<file path="src/btac_defines.svh">
`ifndef BTAC_DEFINES_SVH
`define BTAC_DEFINES_SVH

// Index bits pick the buffer entry from the PC bits just above the word offset
`define BTAC_INDEX_BITS 4

// Direct-mapped buffer, one entry per index value
`define BTAC_DEPTH (1 << `BTAC_INDEX_BITS)

`endif

</file>
<file path="src/btac_pkg.sv">
`include "btac_defines.svh"

package btac_pkg;

  // Instruction address
  typedef logic [31:0] addr_t;

  // PC bits from 2 upward
  typedef logic [`BTAC_INDEX_BITS-1:0] btb_index_t;

  // PC bits above the index
  typedef logic [29-`BTAC_INDEX_BITS:0] btb_tag_t;

  // Saturating counter, upper bit means predict taken
  typedef logic [1:0] sat_t;

  // Tag in the upper bits, then the 32-bit target, then the counter in bits 1:0
  typedef logic [63-`BTAC_INDEX_BITS:0] btb_entry_t;

endpackage

</file>
<file path="src/btac.sv">
`timescale 1ns/10ps

module btac
  import btac_pkg::*;
(
  input  logic  clock,
  input  logic  reset,
  input  addr_t get_pc0_i,
  input  addr_t get_pc1_i,
  input  logic  clear_i,
  input  logic  stall_i,
  input  addr_t upd_pc0_i,
  input  addr_t upd_pc1_i,
  input  addr_t upd_npc0_i,
  input  addr_t upd_npc1_i,
  input  addr_t upd_addr0_i,
  input  addr_t upd_addr1_i,
  input  logic  upd_jal0_i,
  input  logic  upd_jal1_i,
  input  logic  upd_branch0_i,
  input  logic  upd_branch1_i,
  input  logic  upd_jump0_i,
  input  logic  upd_jump1_i,
  input  logic  upd_taken0_i,
  input  logic  upd_taken1_i,
  input  addr_t upd_taddr0_i,
  input  addr_t upd_taddr1_i,
  input  sat_t  upd_tsat0_i,
  input  sat_t  upd_tsat1_i,
  output logic  pred_taken0_o,
  output logic  pred_taken1_o,
  output addr_t pred_taddr0_o,
  output addr_t pred_taddr1_o,
  output sat_t  pred_tsat0_o,
  output sat_t  pred_tsat1_o,
  output logic  pred_hazard0_o,
  output logic  pred_hazard1_o,
  output logic  pred_miss_o,
  output addr_t pred_maddr_o
);

  btb_index_t raddr0;
  btb_index_t raddr1;
  btb_index_t waddr;
  btb_index_t upd_waddr;
  btb_entry_t rdata0;
  btb_entry_t rdata1;
  btb_entry_t wdata;
  btb_entry_t upd_wdata;
  logic       wen;
  logic       upd_wen;
  addr_t      pc0;
  addr_t      pc1;
  logic       hit_taken0;
  logic       hit_taken1;
  addr_t      taddr0;
  addr_t      taddr1;
  sat_t       tsat0;
  sat_t       tsat1;
  logic       miss0;
  logic       miss1;
  addr_t      maddr0;
  addr_t      maddr1;

  btac_ctrl u_ctrl (
    .clock          (clock),
    .reset          (reset),
    .get_pc0_i      (get_pc0_i),
    .get_pc1_i      (get_pc1_i),
    .clear_i        (clear_i),
    .stall_i        (stall_i),
    .hit_taken0_i   (hit_taken0),
    .hit_taken1_i   (hit_taken1),
    .taddr0_i       (taddr0),
    .taddr1_i       (taddr1),
    .tsat0_i        (tsat0),
    .tsat1_i        (tsat1),
    .upd_wen_i      (upd_wen),
    .upd_waddr_i    (upd_waddr),
    .upd_wdata_i    (upd_wdata),
    .miss0_i        (miss0),
    .miss1_i        (miss1),
    .maddr0_i       (maddr0),
    .maddr1_i       (maddr1),
    .raddr0_o       (raddr0),
    .raddr1_o       (raddr1),
    .wen_o          (wen),
    .waddr_o        (waddr),
    .wdata_o        (wdata),
    .pc0_o          (pc0),
    .pc1_o          (pc1),
    .pred_taken0_o  (pred_taken0_o),
    .pred_taken1_o  (pred_taken1_o),
    .pred_taddr0_o  (pred_taddr0_o),
    .pred_taddr1_o  (pred_taddr1_o),
    .pred_tsat0_o   (pred_tsat0_o),
    .pred_tsat1_o   (pred_tsat1_o),
    .pred_hazard0_o (pred_hazard0_o),
    .pred_hazard1_o (pred_hazard1_o),
    .pred_miss_o    (pred_miss_o),
    .pred_maddr_o   (pred_maddr_o)
  );

  btb_ram u_ram (
    .clock    (clock),
    .raddr0_i (raddr0),
    .raddr1_i (raddr1),
    .waddr_i  (waddr),
    .wen_i    (wen),
    .wdata_i  (wdata),
    .rdata0_o (rdata0),
    .rdata1_o (rdata1)
  );

  btac_lookup u_lookup (
    .rdata0_i     (rdata0),
    .rdata1_i     (rdata1),
    .pc0_i        (pc0),
    .pc1_i        (pc1),
    .hit_taken0_o (hit_taken0),
    .hit_taken1_o (hit_taken1),
    .taddr0_o     (taddr0),
    .taddr1_o     (taddr1),
    .tsat0_o      (tsat0),
    .tsat1_o      (tsat1)
  );

  btac_update u_update (
    .upd_pc0_i     (upd_pc0_i),
    .upd_pc1_i     (upd_pc1_i),
    .upd_addr0_i   (upd_addr0_i),
    .upd_addr1_i   (upd_addr1_i),
    .upd_tsat0_i   (upd_tsat0_i),
    .upd_tsat1_i   (upd_tsat1_i),
    .upd_jal0_i    (upd_jal0_i),
    .upd_jal1_i    (upd_jal1_i),
    .upd_branch0_i (upd_branch0_i),
    .upd_branch1_i (upd_branch1_i),
    .upd_jump0_i   (upd_jump0_i),
    .upd_jump1_i   (upd_jump1_i),
    .wen_o         (upd_wen),
    .waddr_o       (upd_waddr),
    .wdata_o       (upd_wdata)
  );

  btac_resolve u_resolve (
    .upd_taken0_i  (upd_taken0_i),
    .upd_taken1_i  (upd_taken1_i),
    .upd_taddr0_i  (upd_taddr0_i),
    .upd_taddr1_i  (upd_taddr1_i),
    .upd_jump0_i   (upd_jump0_i),
    .upd_jump1_i   (upd_jump1_i),
    .upd_branch0_i (upd_branch0_i),
    .upd_branch1_i (upd_branch1_i),
    .upd_addr0_i   (upd_addr0_i),
    .upd_addr1_i   (upd_addr1_i),
    .upd_npc0_i    (upd_npc0_i),
    .upd_npc1_i    (upd_npc1_i),
    .miss0_o       (miss0),
    .miss1_o       (miss1),
    .maddr0_o      (maddr0),
    .maddr1_o      (maddr1)
  );

endmodule

</file>
<file path="src/btac_ctrl.sv">
`timescale 1ns/10ps

module btac_ctrl
  import btac_pkg::*;
(
  input  logic       clock,
  input  logic       reset,
  input  addr_t      get_pc0_i,
  input  addr_t      get_pc1_i,
  input  logic       clear_i,
  input  logic       stall_i,
  input  logic       hit_taken0_i,
  input  logic       hit_taken1_i,
  input  addr_t      taddr0_i,
  input  addr_t      taddr1_i,
  input  sat_t       tsat0_i,
  input  sat_t       tsat1_i,
  input  logic       upd_wen_i,
  input  btb_index_t upd_waddr_i,
  input  btb_entry_t upd_wdata_i,
  input  logic       miss0_i,
  input  logic       miss1_i,
  input  addr_t      maddr0_i,
  input  addr_t      maddr1_i,
  output btb_index_t raddr0_o,
  output btb_index_t raddr1_o,
  output logic       wen_o,
  output btb_index_t waddr_o,
  output btb_entry_t wdata_o,
  output addr_t      pc0_o,
  output addr_t      pc1_o,
  output logic       pred_taken0_o,
  output logic       pred_taken1_o,
  output addr_t      pred_taddr0_o,
  output addr_t      pred_taddr1_o,
  output sat_t       pred_tsat0_o,
  output sat_t       pred_tsat1_o,
  output logic       pred_hazard0_o,
  output logic       pred_hazard1_o,
  output logic       pred_miss_o,
  output addr_t      pred_maddr_o
);

  localparam int IW = $bits(btb_index_t);

  addr_t pc0_q;
  addr_t pc1_q;
  addr_t pc0_next;
  addr_t pc1_next;
  addr_t maddr0_q;
  addr_t maddr1_q;
  logic  miss0_q;
  logic  miss1_q;
  logic  blank;

  // During clear the old lookup is kept, so the RAM index does not move
  assign pc0_next = clear_i ? pc0_q : get_pc0_i;
  assign pc1_next = clear_i ? pc1_q : get_pc1_i;
  assign raddr0_o = pc0_next[IW+1:2];
  assign raddr1_o = pc1_next[IW+1:2];
  assign pc0_o = pc0_q;
  assign pc1_o = pc1_q;

  assign wen_o = upd_wen_i & ~clear_i;
  assign waddr_o = upd_waddr_i;
  assign wdata_o = upd_wdata_i;

  assign blank = stall_i | clear_i;
  assign pred_taken0_o = hit_taken0_i & ~blank;
  assign pred_taken1_o = hit_taken1_i & ~blank;
  assign pred_taddr0_o = blank ? '0 : taddr0_i;
  assign pred_taddr1_o = blank ? '0 : taddr1_i;
  assign pred_tsat0_o = blank ? '0 : tsat0_i;
  assign pred_tsat1_o = blank ? '0 : tsat1_i;

  assign pred_hazard0_o = miss0_i & ~clear_i;
  assign pred_hazard1_o = miss1_i & ~clear_i;

  always_ff @(posedge clock) begin
    if (!reset) begin
      pc0_q <= '0;
      pc1_q <= '0;
      miss0_q <= 1'b0;
      miss1_q <= 1'b0;
      maddr0_q <= '0;
      maddr1_q <= '0;
    end else begin
      pc0_q <= pc0_next;
      pc1_q <= pc1_next;
      miss0_q <= pred_hazard0_o;
      miss1_q <= pred_hazard1_o;
      maddr0_q <= clear_i ? '0 : maddr0_i;
      maddr1_q <= clear_i ? '0 : maddr1_i;
    end
  end

  // Slot 0 redirect takes precedence
  assign pred_miss_o = miss0_q | miss1_q;
  assign pred_maddr_o = miss0_q ? maddr0_q : maddr1_q;

  // A cleared cycle must never produce a redirect on the next one
  a_no_miss_after_clear: assert property (
    @(posedge clock) disable iff (!reset) clear_i |=> !pred_miss_o
  );

endmodule

</file>
<file path="src/btac_lookup.sv">
`timescale 1ns/10ps

module btac_lookup
  import btac_pkg::*;
(
  input  btb_entry_t rdata0_i,
  input  btb_entry_t rdata1_i,
  input  addr_t      pc0_i,
  input  addr_t      pc1_i,
  output logic       hit_taken0_o,
  output logic       hit_taken1_o,
  output addr_t      taddr0_o,
  output addr_t      taddr1_o,
  output sat_t       tsat0_o,
  output sat_t       tsat1_o
);

  localparam int EW = $bits(btb_entry_t);
  localparam int TW = $bits(btb_tag_t);

  btb_tag_t tag0;
  btb_tag_t tag1;
  btb_tag_t pc_tag0;
  btb_tag_t pc_tag1;
  sat_t     sat0;
  sat_t     sat1;

  // Entry layout is tag, target, counter from the top down
  assign tag0 = rdata0_i[EW-1 -: TW];
  assign tag1 = rdata1_i[EW-1 -: TW];

  assign taddr0_o = rdata0_i[33:2];
  assign taddr1_o = rdata1_i[33:2];

  assign sat0 = rdata0_i[1:0];
  assign sat1 = rdata1_i[1:0];

  assign tsat0_o = sat0;
  assign tsat1_o = sat1;

  assign pc_tag0 = pc0_i[31 -: TW];
  assign pc_tag1 = pc1_i[31 -: TW];

  // A hit only counts as taken when the counter sits in its upper half
  assign hit_taken0_o = sat0[1] && (tag0 == pc_tag0);
  assign hit_taken1_o = sat1[1] && (tag1 == pc_tag1);

endmodule

</file>
<file path="src/btac_resolve.sv">
`timescale 1ns/10ps

module btac_resolve
  import btac_pkg::*;
(
  input  logic  upd_taken0_i,
  input  logic  upd_taken1_i,
  input  addr_t upd_taddr0_i,
  input  addr_t upd_taddr1_i,
  input  logic  upd_jump0_i,
  input  logic  upd_jump1_i,
  input  logic  upd_branch0_i,
  input  logic  upd_branch1_i,
  input  addr_t upd_addr0_i,
  input  addr_t upd_addr1_i,
  input  addr_t upd_npc0_i,
  input  addr_t upd_npc1_i,
  output logic  miss0_o,
  output logic  miss1_o,
  output addr_t maddr0_o,
  output addr_t maddr1_o
);

  function automatic void resolve_slot(
    input  logic  taken,
    input  addr_t taddr,
    input  logic  jump,
    input  logic  branch,
    input  addr_t addr,
    input  addr_t npc,
    output logic  miss,
    output addr_t maddr
  );
    miss = 1'b0;
    maddr = '0;
    if (taken) begin
      if (jump) begin
        // Predicted taken and jumped, wrong only if the target differs
        miss = (taddr != addr);
        maddr = addr;
      end else if (branch) begin
        miss = 1'b1;
        maddr = npc;
      end
    end else if (jump) begin
      miss = 1'b1;
      maddr = addr;
    end
  endfunction

  always_comb begin
    resolve_slot(upd_taken0_i, upd_taddr0_i, upd_jump0_i, upd_branch0_i,
                 upd_addr0_i, upd_npc0_i, miss0_o, maddr0_o);
    resolve_slot(upd_taken1_i, upd_taddr1_i, upd_jump1_i, upd_branch1_i,
                 upd_addr1_i, upd_npc1_i, miss1_o, maddr1_o);
  end

endmodule

</file>
<file path="src/btac_update.sv">
`timescale 1ns/10ps

module btac_update
  import btac_pkg::*;
(
  input  addr_t      upd_pc0_i,
  input  addr_t      upd_pc1_i,
  input  addr_t      upd_addr0_i,
  input  addr_t      upd_addr1_i,
  input  sat_t       upd_tsat0_i,
  input  sat_t       upd_tsat1_i,
  input  logic       upd_jal0_i,
  input  logic       upd_jal1_i,
  input  logic       upd_branch0_i,
  input  logic       upd_branch1_i,
  input  logic       upd_jump0_i,
  input  logic       upd_jump1_i,
  output logic       wen_o,
  output btb_index_t waddr_o,
  output btb_entry_t wdata_o
);

  localparam int IW = $bits(btb_index_t);
  localparam int TW = $bits(btb_tag_t);

  sat_t sat0;
  sat_t sat1;
  sat_t win_tsat;

  function automatic sat_t sat_next(sat_t sat, logic jump);
    sat_t res;
    res = sat;
    if (jump && sat != 2'b11) begin
      res = sat + 2'd1;
    end else if (!jump && sat != 2'b00) begin
      res = sat - 2'd1;
    end
    return res;
  endfunction

  always_comb begin
    sat0 = sat_next(upd_tsat0_i, upd_jump0_i);
    sat1 = sat_next(upd_tsat1_i, upd_jump1_i);
  end

  // Only taken control transfers allocate or refresh an entry
  assign wen_o = ((upd_jal0_i | upd_branch0_i) & upd_jump0_i) |
                 ((upd_jal1_i | upd_branch1_i) & upd_jump1_i);

  // Slot 0 wins whenever it jumped
  assign waddr_o = upd_jump0_i ? upd_pc0_i[IW+1:2] : upd_pc1_i[IW+1:2];

  assign wdata_o = upd_jump0_i ? {upd_pc0_i[31 -: TW], upd_addr0_i, sat0}
                               : {upd_pc1_i[31 -: TW], upd_addr1_i, sat1};

  // Counter of the winning slot before training
  assign win_tsat = upd_jump0_i ? upd_tsat0_i : upd_tsat1_i;

  // The counter stored with a written entry never jumps between the two extremes
  always_comb begin
    if (wen_o) begin
      a_no_wrap: assert (!(win_tsat == 2'b11 && wdata_o[1:0] == 2'b00) &&
                         !(win_tsat == 2'b00 && wdata_o[1:0] == 2'b11));
    end
  end

endmodule

</file>
<file path="src/btb_ram.sv">
`timescale 1ns/10ps
`include "btac_defines.svh"

module btb_ram
  import btac_pkg::*;
(
  input  logic       clock,
  input  btb_index_t raddr0_i,
  input  btb_index_t raddr1_i,
  input  btb_index_t waddr_i,
  input  logic       wen_i,
  input  btb_entry_t wdata_i,
  output btb_entry_t rdata0_o,
  output btb_entry_t rdata1_o
);

  // Empty entries read as zero, so every lookup misses until trained
  btb_entry_t mem [0:`BTAC_DEPTH-1] = '{default: '0};

  btb_index_t raddr0_q = '0;
  btb_index_t raddr1_q = '0;

  always_ff @(posedge clock) begin
    raddr0_q <= raddr0_i;
    raddr1_q <= raddr1_i;
    if (wen_i) begin
      mem[waddr_i] <= wdata_i;
    end
  end

  // Read data follows the index registered at the previous edge
  assign rdata0_o = mem[raddr0_q];
  assign rdata1_o = mem[raddr1_q];

  // A write must always land on a known entry
  a_waddr_known: assert property (
    @(posedge clock) wen_i |-> !$isunknown(waddr_i)
  );

endmodule

</file>
<file path="config.mk">
export PLATFORM = sky130hd
export DESIGN_NAME = btac
export DESIGN_NICKNAME = d
export VERILOG_FILES = /design/src/btac_pkg.sv /design/src/btac.sv /design/src/btac_ctrl.sv /design/src/btac_lookup.sv /design/src/btac_resolve.sv /design/src/btac_update.sv /design/src/btb_ram.sv
export VERILOG_INCLUDE_DIRS = /design/src /design/src/src
export SDC_FILE = /design/constraint.sdc
export NUM_CORES = 1
export LEC_CHECK = 0
export BUFFER_PORTS_ARGS = -buffer_cell sky130_fd_sc_hd__buf_2
export CORE_MARGIN = 2
export CORE_UTILIZATION = 50
export CTS_CLUSTER_SIZE = 14
export DETAILED_ROUTE_END_ITERATION = 7
export PLACE_DENSITY_LB_ADDON = 0.08
export SLEW_MARGIN = 30
export SYNTH_ARGS = -nofsm -noshare
export SYNTH_HDL_FRONTEND = slang
export SYNTH_HIERARCHICAL = 1
export SYNTH_SLANG_ARGS = --single-unit
</file>
<file path="constraint.sdc">
create_clock -name clock -period 6.6 [get_ports clock]
set_input_delay 0.66 -clock clock [delete_from_list [all_inputs] [get_ports clock]]
set_output_delay 0.66 -clock clock [all_outputs]
set_load 0.005 [all_outputs]
</file>
Yosys cells after proc, flatten, opt, wreduce, memory -nomap -nowiden
Memories as Yosys holds them, arrays and structs flattened. A register that Yosys moved wholly into a read port is not among the register bits. Index checks and enable logic that the tools add are counted.

Mux-type cells: 31. Add/sub/neg operators: 4. Reductions and logical operators: 11. Equality and inequality tests: 6. Bitwise gates (word level): 15.

Operators by type and width (number): $mux W32 (11); $ne A32 B32 Y1 (2); $mux W60 (1); $eq A26 B26 Y1 (2); $mux W2 (6); $mux W6 (2); $mux W1 (10); $and A1 B1 Y1 (7); $logic_and A1 B1 Y1 (6); $or A1 B1 Y1 (5); $add A2 B1 Y2 const B (2); $mux W4 (1); $ne A2 B2 Y1 const B (2); $reduce_bool A2 Y1 (2); $sub A2 B1 Y2 const B (2); $not A1 Y1 (3); $logic_not A1 Y1 (2); $reduce_or A2 Y1 (1).

Memory bits (writable): 960. Logic and storage cells: 76. Register bits: 130. Memories: 1.

Memories: u_ram.mem (depth 16, bits a word 60, rd ports 2, clocked after Yosys merged registers in 2, write ports 1, RTL line btb_ram.sv:18) `` btb_entry_t mem [0:`BTAC_DEPTH-1] = '{default: '0}; ``.

Longest topological paths before layout
Word-level depth: 6. Gate-level depth with buffers: 11. Gate-level depth less buffers: 8.

Hierarchy
The synthesis kept the hierarchy.

By module, submodules not included: btb_ram (cells each 2001, times used 1, area an instance 43023.8 um^2); btac_ctrl (cells each 529, times used 1, area an instance 5610.4 um^2); btac_resolve (cells each 170, times used 1, area an instance 1413.9 um^2); btac_lookup (cells each 138, times used 1, area an instance 1091.0 um^2); btac_update (cells each 87, times used 1, area an instance 1038.5 um^2).

Least setup slack after synthesis
OpenSTA, ideal clock, no wires.

Kind: input to register. Start point: input upd_jump0_i. End point: memory u_ram/mem[0][0] in the netlist's numbering (enable). Arrival time: 5.845 ns. Path slack: 0.203 ns. Cell stages on the path: 5. Cells stage by stage: buf_2 > mux2_2 > buf_4 > or3b_1 > nor3_1.

RTL lines: from (decl) (RTL line btac.sv:22) `input logic upd_jump0_i,`; $mux W4 (RTL line btac_update.sv:51) `assign waddr_o = upd_jump0_i ? upd_pc0_i[IW+1:2] : upd_pc1_i[IW+1:2];`; named net upd_waddr[2] (RTL line btac.sv:45) `btb_index_t upd_waddr;`; to (decl) (RTL line btb_ram.sv:18).

The timed path passes the listed nets, and every way through them passes these cells.

==> reports/metrics.yaml <==
post-route-cell-area_sq_um: 58600
period_needed_ns: 5.21
placed_area_sq_um: 55000
wl_microns: 160000
drt_iter0_markers: 3006
maxCapViolCount: 0
synth.avg_cell_area_sq_um: 17.9
outcome: "finished, final reports clean"
slew_headroom_pct: 35.8
hold_violations: 0
clk_pin_slew_ns: 0.06
final.fill_count: 8016
worstPathArrival_ns: 4.55
setup_viol: 0
cellLeakagePower_nw: 19.8
cp-end-kind: "primary output"
cts_htree_levels: 3
start_util_pct: 50.3
min_period_over_period_pct: 79.0
multi_input_area_sq_um: 18600
ir_drop_mv: 0.195
worst-path-max-fanout: 34
yosysWarnings: 6
die_y_microns: 327
grt_overflow: 0
portBuffers: 432
cp.required_ns: 5.94
gr-usage-all-layers_pct: 30.0
syn_to_final_growth_pct: 12.7
grt_pass1_vias: 31607
antenna_found_initial: 17
drc: 0
post_cts_buffers: 0
worstSetupPathType: "reg -> out"
via_per_inst: 6.43
core_area_sq_um: 103000
fp-row-count: 118
cts_tree: "yes"
pwr_density_cell_nw_per_um2: 276
grt_max_degree: 73
synthCells: 2913
hold_buffers: 0
nNetsFinal: 3538
dr.pass1.iters: 6
netlist_area_sq_um: 52000
tns_ns: 0
dieArea_sq_um: 107000
reg2reg_setup_slack_ns: 5.74
drive_above_1_share_pct: 39.2
clockRootBuffer: "clkbuf_16"
final_antenna_net_count: 0
slew_viol_final: 0
place.gp.congestion: 0.919
skew_ns: 0.00841
whs_ns: 0.189
max_freq_mhz: 192
total_power_mw: 16.2
worstMarginPinSlew_ns: 0.963
die_w_microns: 327
final-seq-area_sq_um: 31500
cts.sinks: 1094
num_vias: 30061
worst_setup_path_start_kind: "flip-flop"
cts_buffers: 114
syn-num-nets: 3253
r2r_start: "u_ctrl/pc1_o[4]"
avgRoutedWirePerCell_microns: 34.2
clockBufferDepth: 3
cts_resized: 0
boundaryPins: 441
rsz0062_at_grt: "false"
grt_pass1_wl_microns: 226000
hp-class: "in -> reg"
hold_start: "get_pc1_i[3]"
worstSkewPairLatency_ns: 0.70
hpwl_microns: 98400
-- layout by cell type (no fill, tap or decap), types with 3 or more instances in the layout --
cell type	instances
nor4_1	4
buf_16	7
nand3_1	3
dfxtp_1	129
buf_4	56
mux2_4	44
nor2b_1	55
mux2_2	58
diode_2	4
xor2_1	29
clkinvlp_4	4
buf_2	430
nor2_4	17
edfxtp_1	960
nand2_1	124
clkbuf_1	37
nor3_2	4
buf_12	22
clkbuf_16	116
clkinv_2	14
mux2i_1	54
a22o_1	64
a22oi_1	240
and2_1	144
dfxtp_4	5
clkinv_1	26
mux4_2	480
nor4_2	4
bufinv_16	9
nand4_1	24
ha_1	4
xnor2_1	87
inv_1	4
nor2b_4	5
clkbuf_8	3
-- critical path, stage by stage (launching register included) --
cell and delay (ns):
dfxtp_4 0.84, buf_4 0.53, mux4_2 0.56, a22oi_1 0.21, nand2_1 0.12, xnor2_1 0.22
nand4_1 0.21, or4_1 0.58, nor4_2 0.26, and2_1 0.16, buf_2 0.11
-- metal layers --
| layer | vias to the layer above | track usage, % | share of wire (%) |
|---|---|---|---|
| li1 | 12391 | - | - |
| met1 | 15817 | 39.2 | 38 |
| met2 | 1579 | 50.8 | 50 |
| met3 | 268 | 4.91 | 8.2 |
| met4 | 6 | 10.9 | 3.9 |
| met5 | - | 0 | 0.023 |
-- layout make-up --
type	instances	share of cell area [%]
antenna	4	0.0171
clock buffer	156	5.26
clock inverter	55	0.841
inverter	4	0.0256
multi-input combinational	1467	31.7
sequential	1094	53.8
tap	1380	2.94
timing repair buffer	517	5.50
-- report_power, final --
group	leakage (nW)	switching [mW]	total (mW)	internal [mW]
clock network	1.73	2.65	6.25	3.60
registers	9.76	0.119	7.86	7.74
logic	8.31	1.16	2.07	0.912
-- path summary, 6_finish.rpt --
kind	endpoint	cells after the start
setup / recovery	pred_taken1_o	10
hold / removal	flip-flop	2
setup reg to reg	u_ctrl/pc1_o[4]	2
hold reg to reg	flip-flop	1
-- registers in the layout, summed over array words and instances, names as in the netlist, named ones only --
name / count
u_ctrl/maddr1_q: 32
u_ctrl/pc1_o: 30
u_ctrl/pc0_o: 30
u_ctrl/miss0_q: 1
u_ctrl/maddr0_q: 32
u_ctrl/miss1_q: 1
u_ram/mem: 960
-- stage by stage --
step	cells	utilization, %	worst slack (ns)
floorplan	2913	-	0.203
global placement	4455	53.1	2.10
detailed placement	4460	53.2	2.05
CTS	4671	56.7	1.28
global route	4676	56.7	1.15
finish	4677	56.7	1.39
Power figures use the tool's default switching activity.
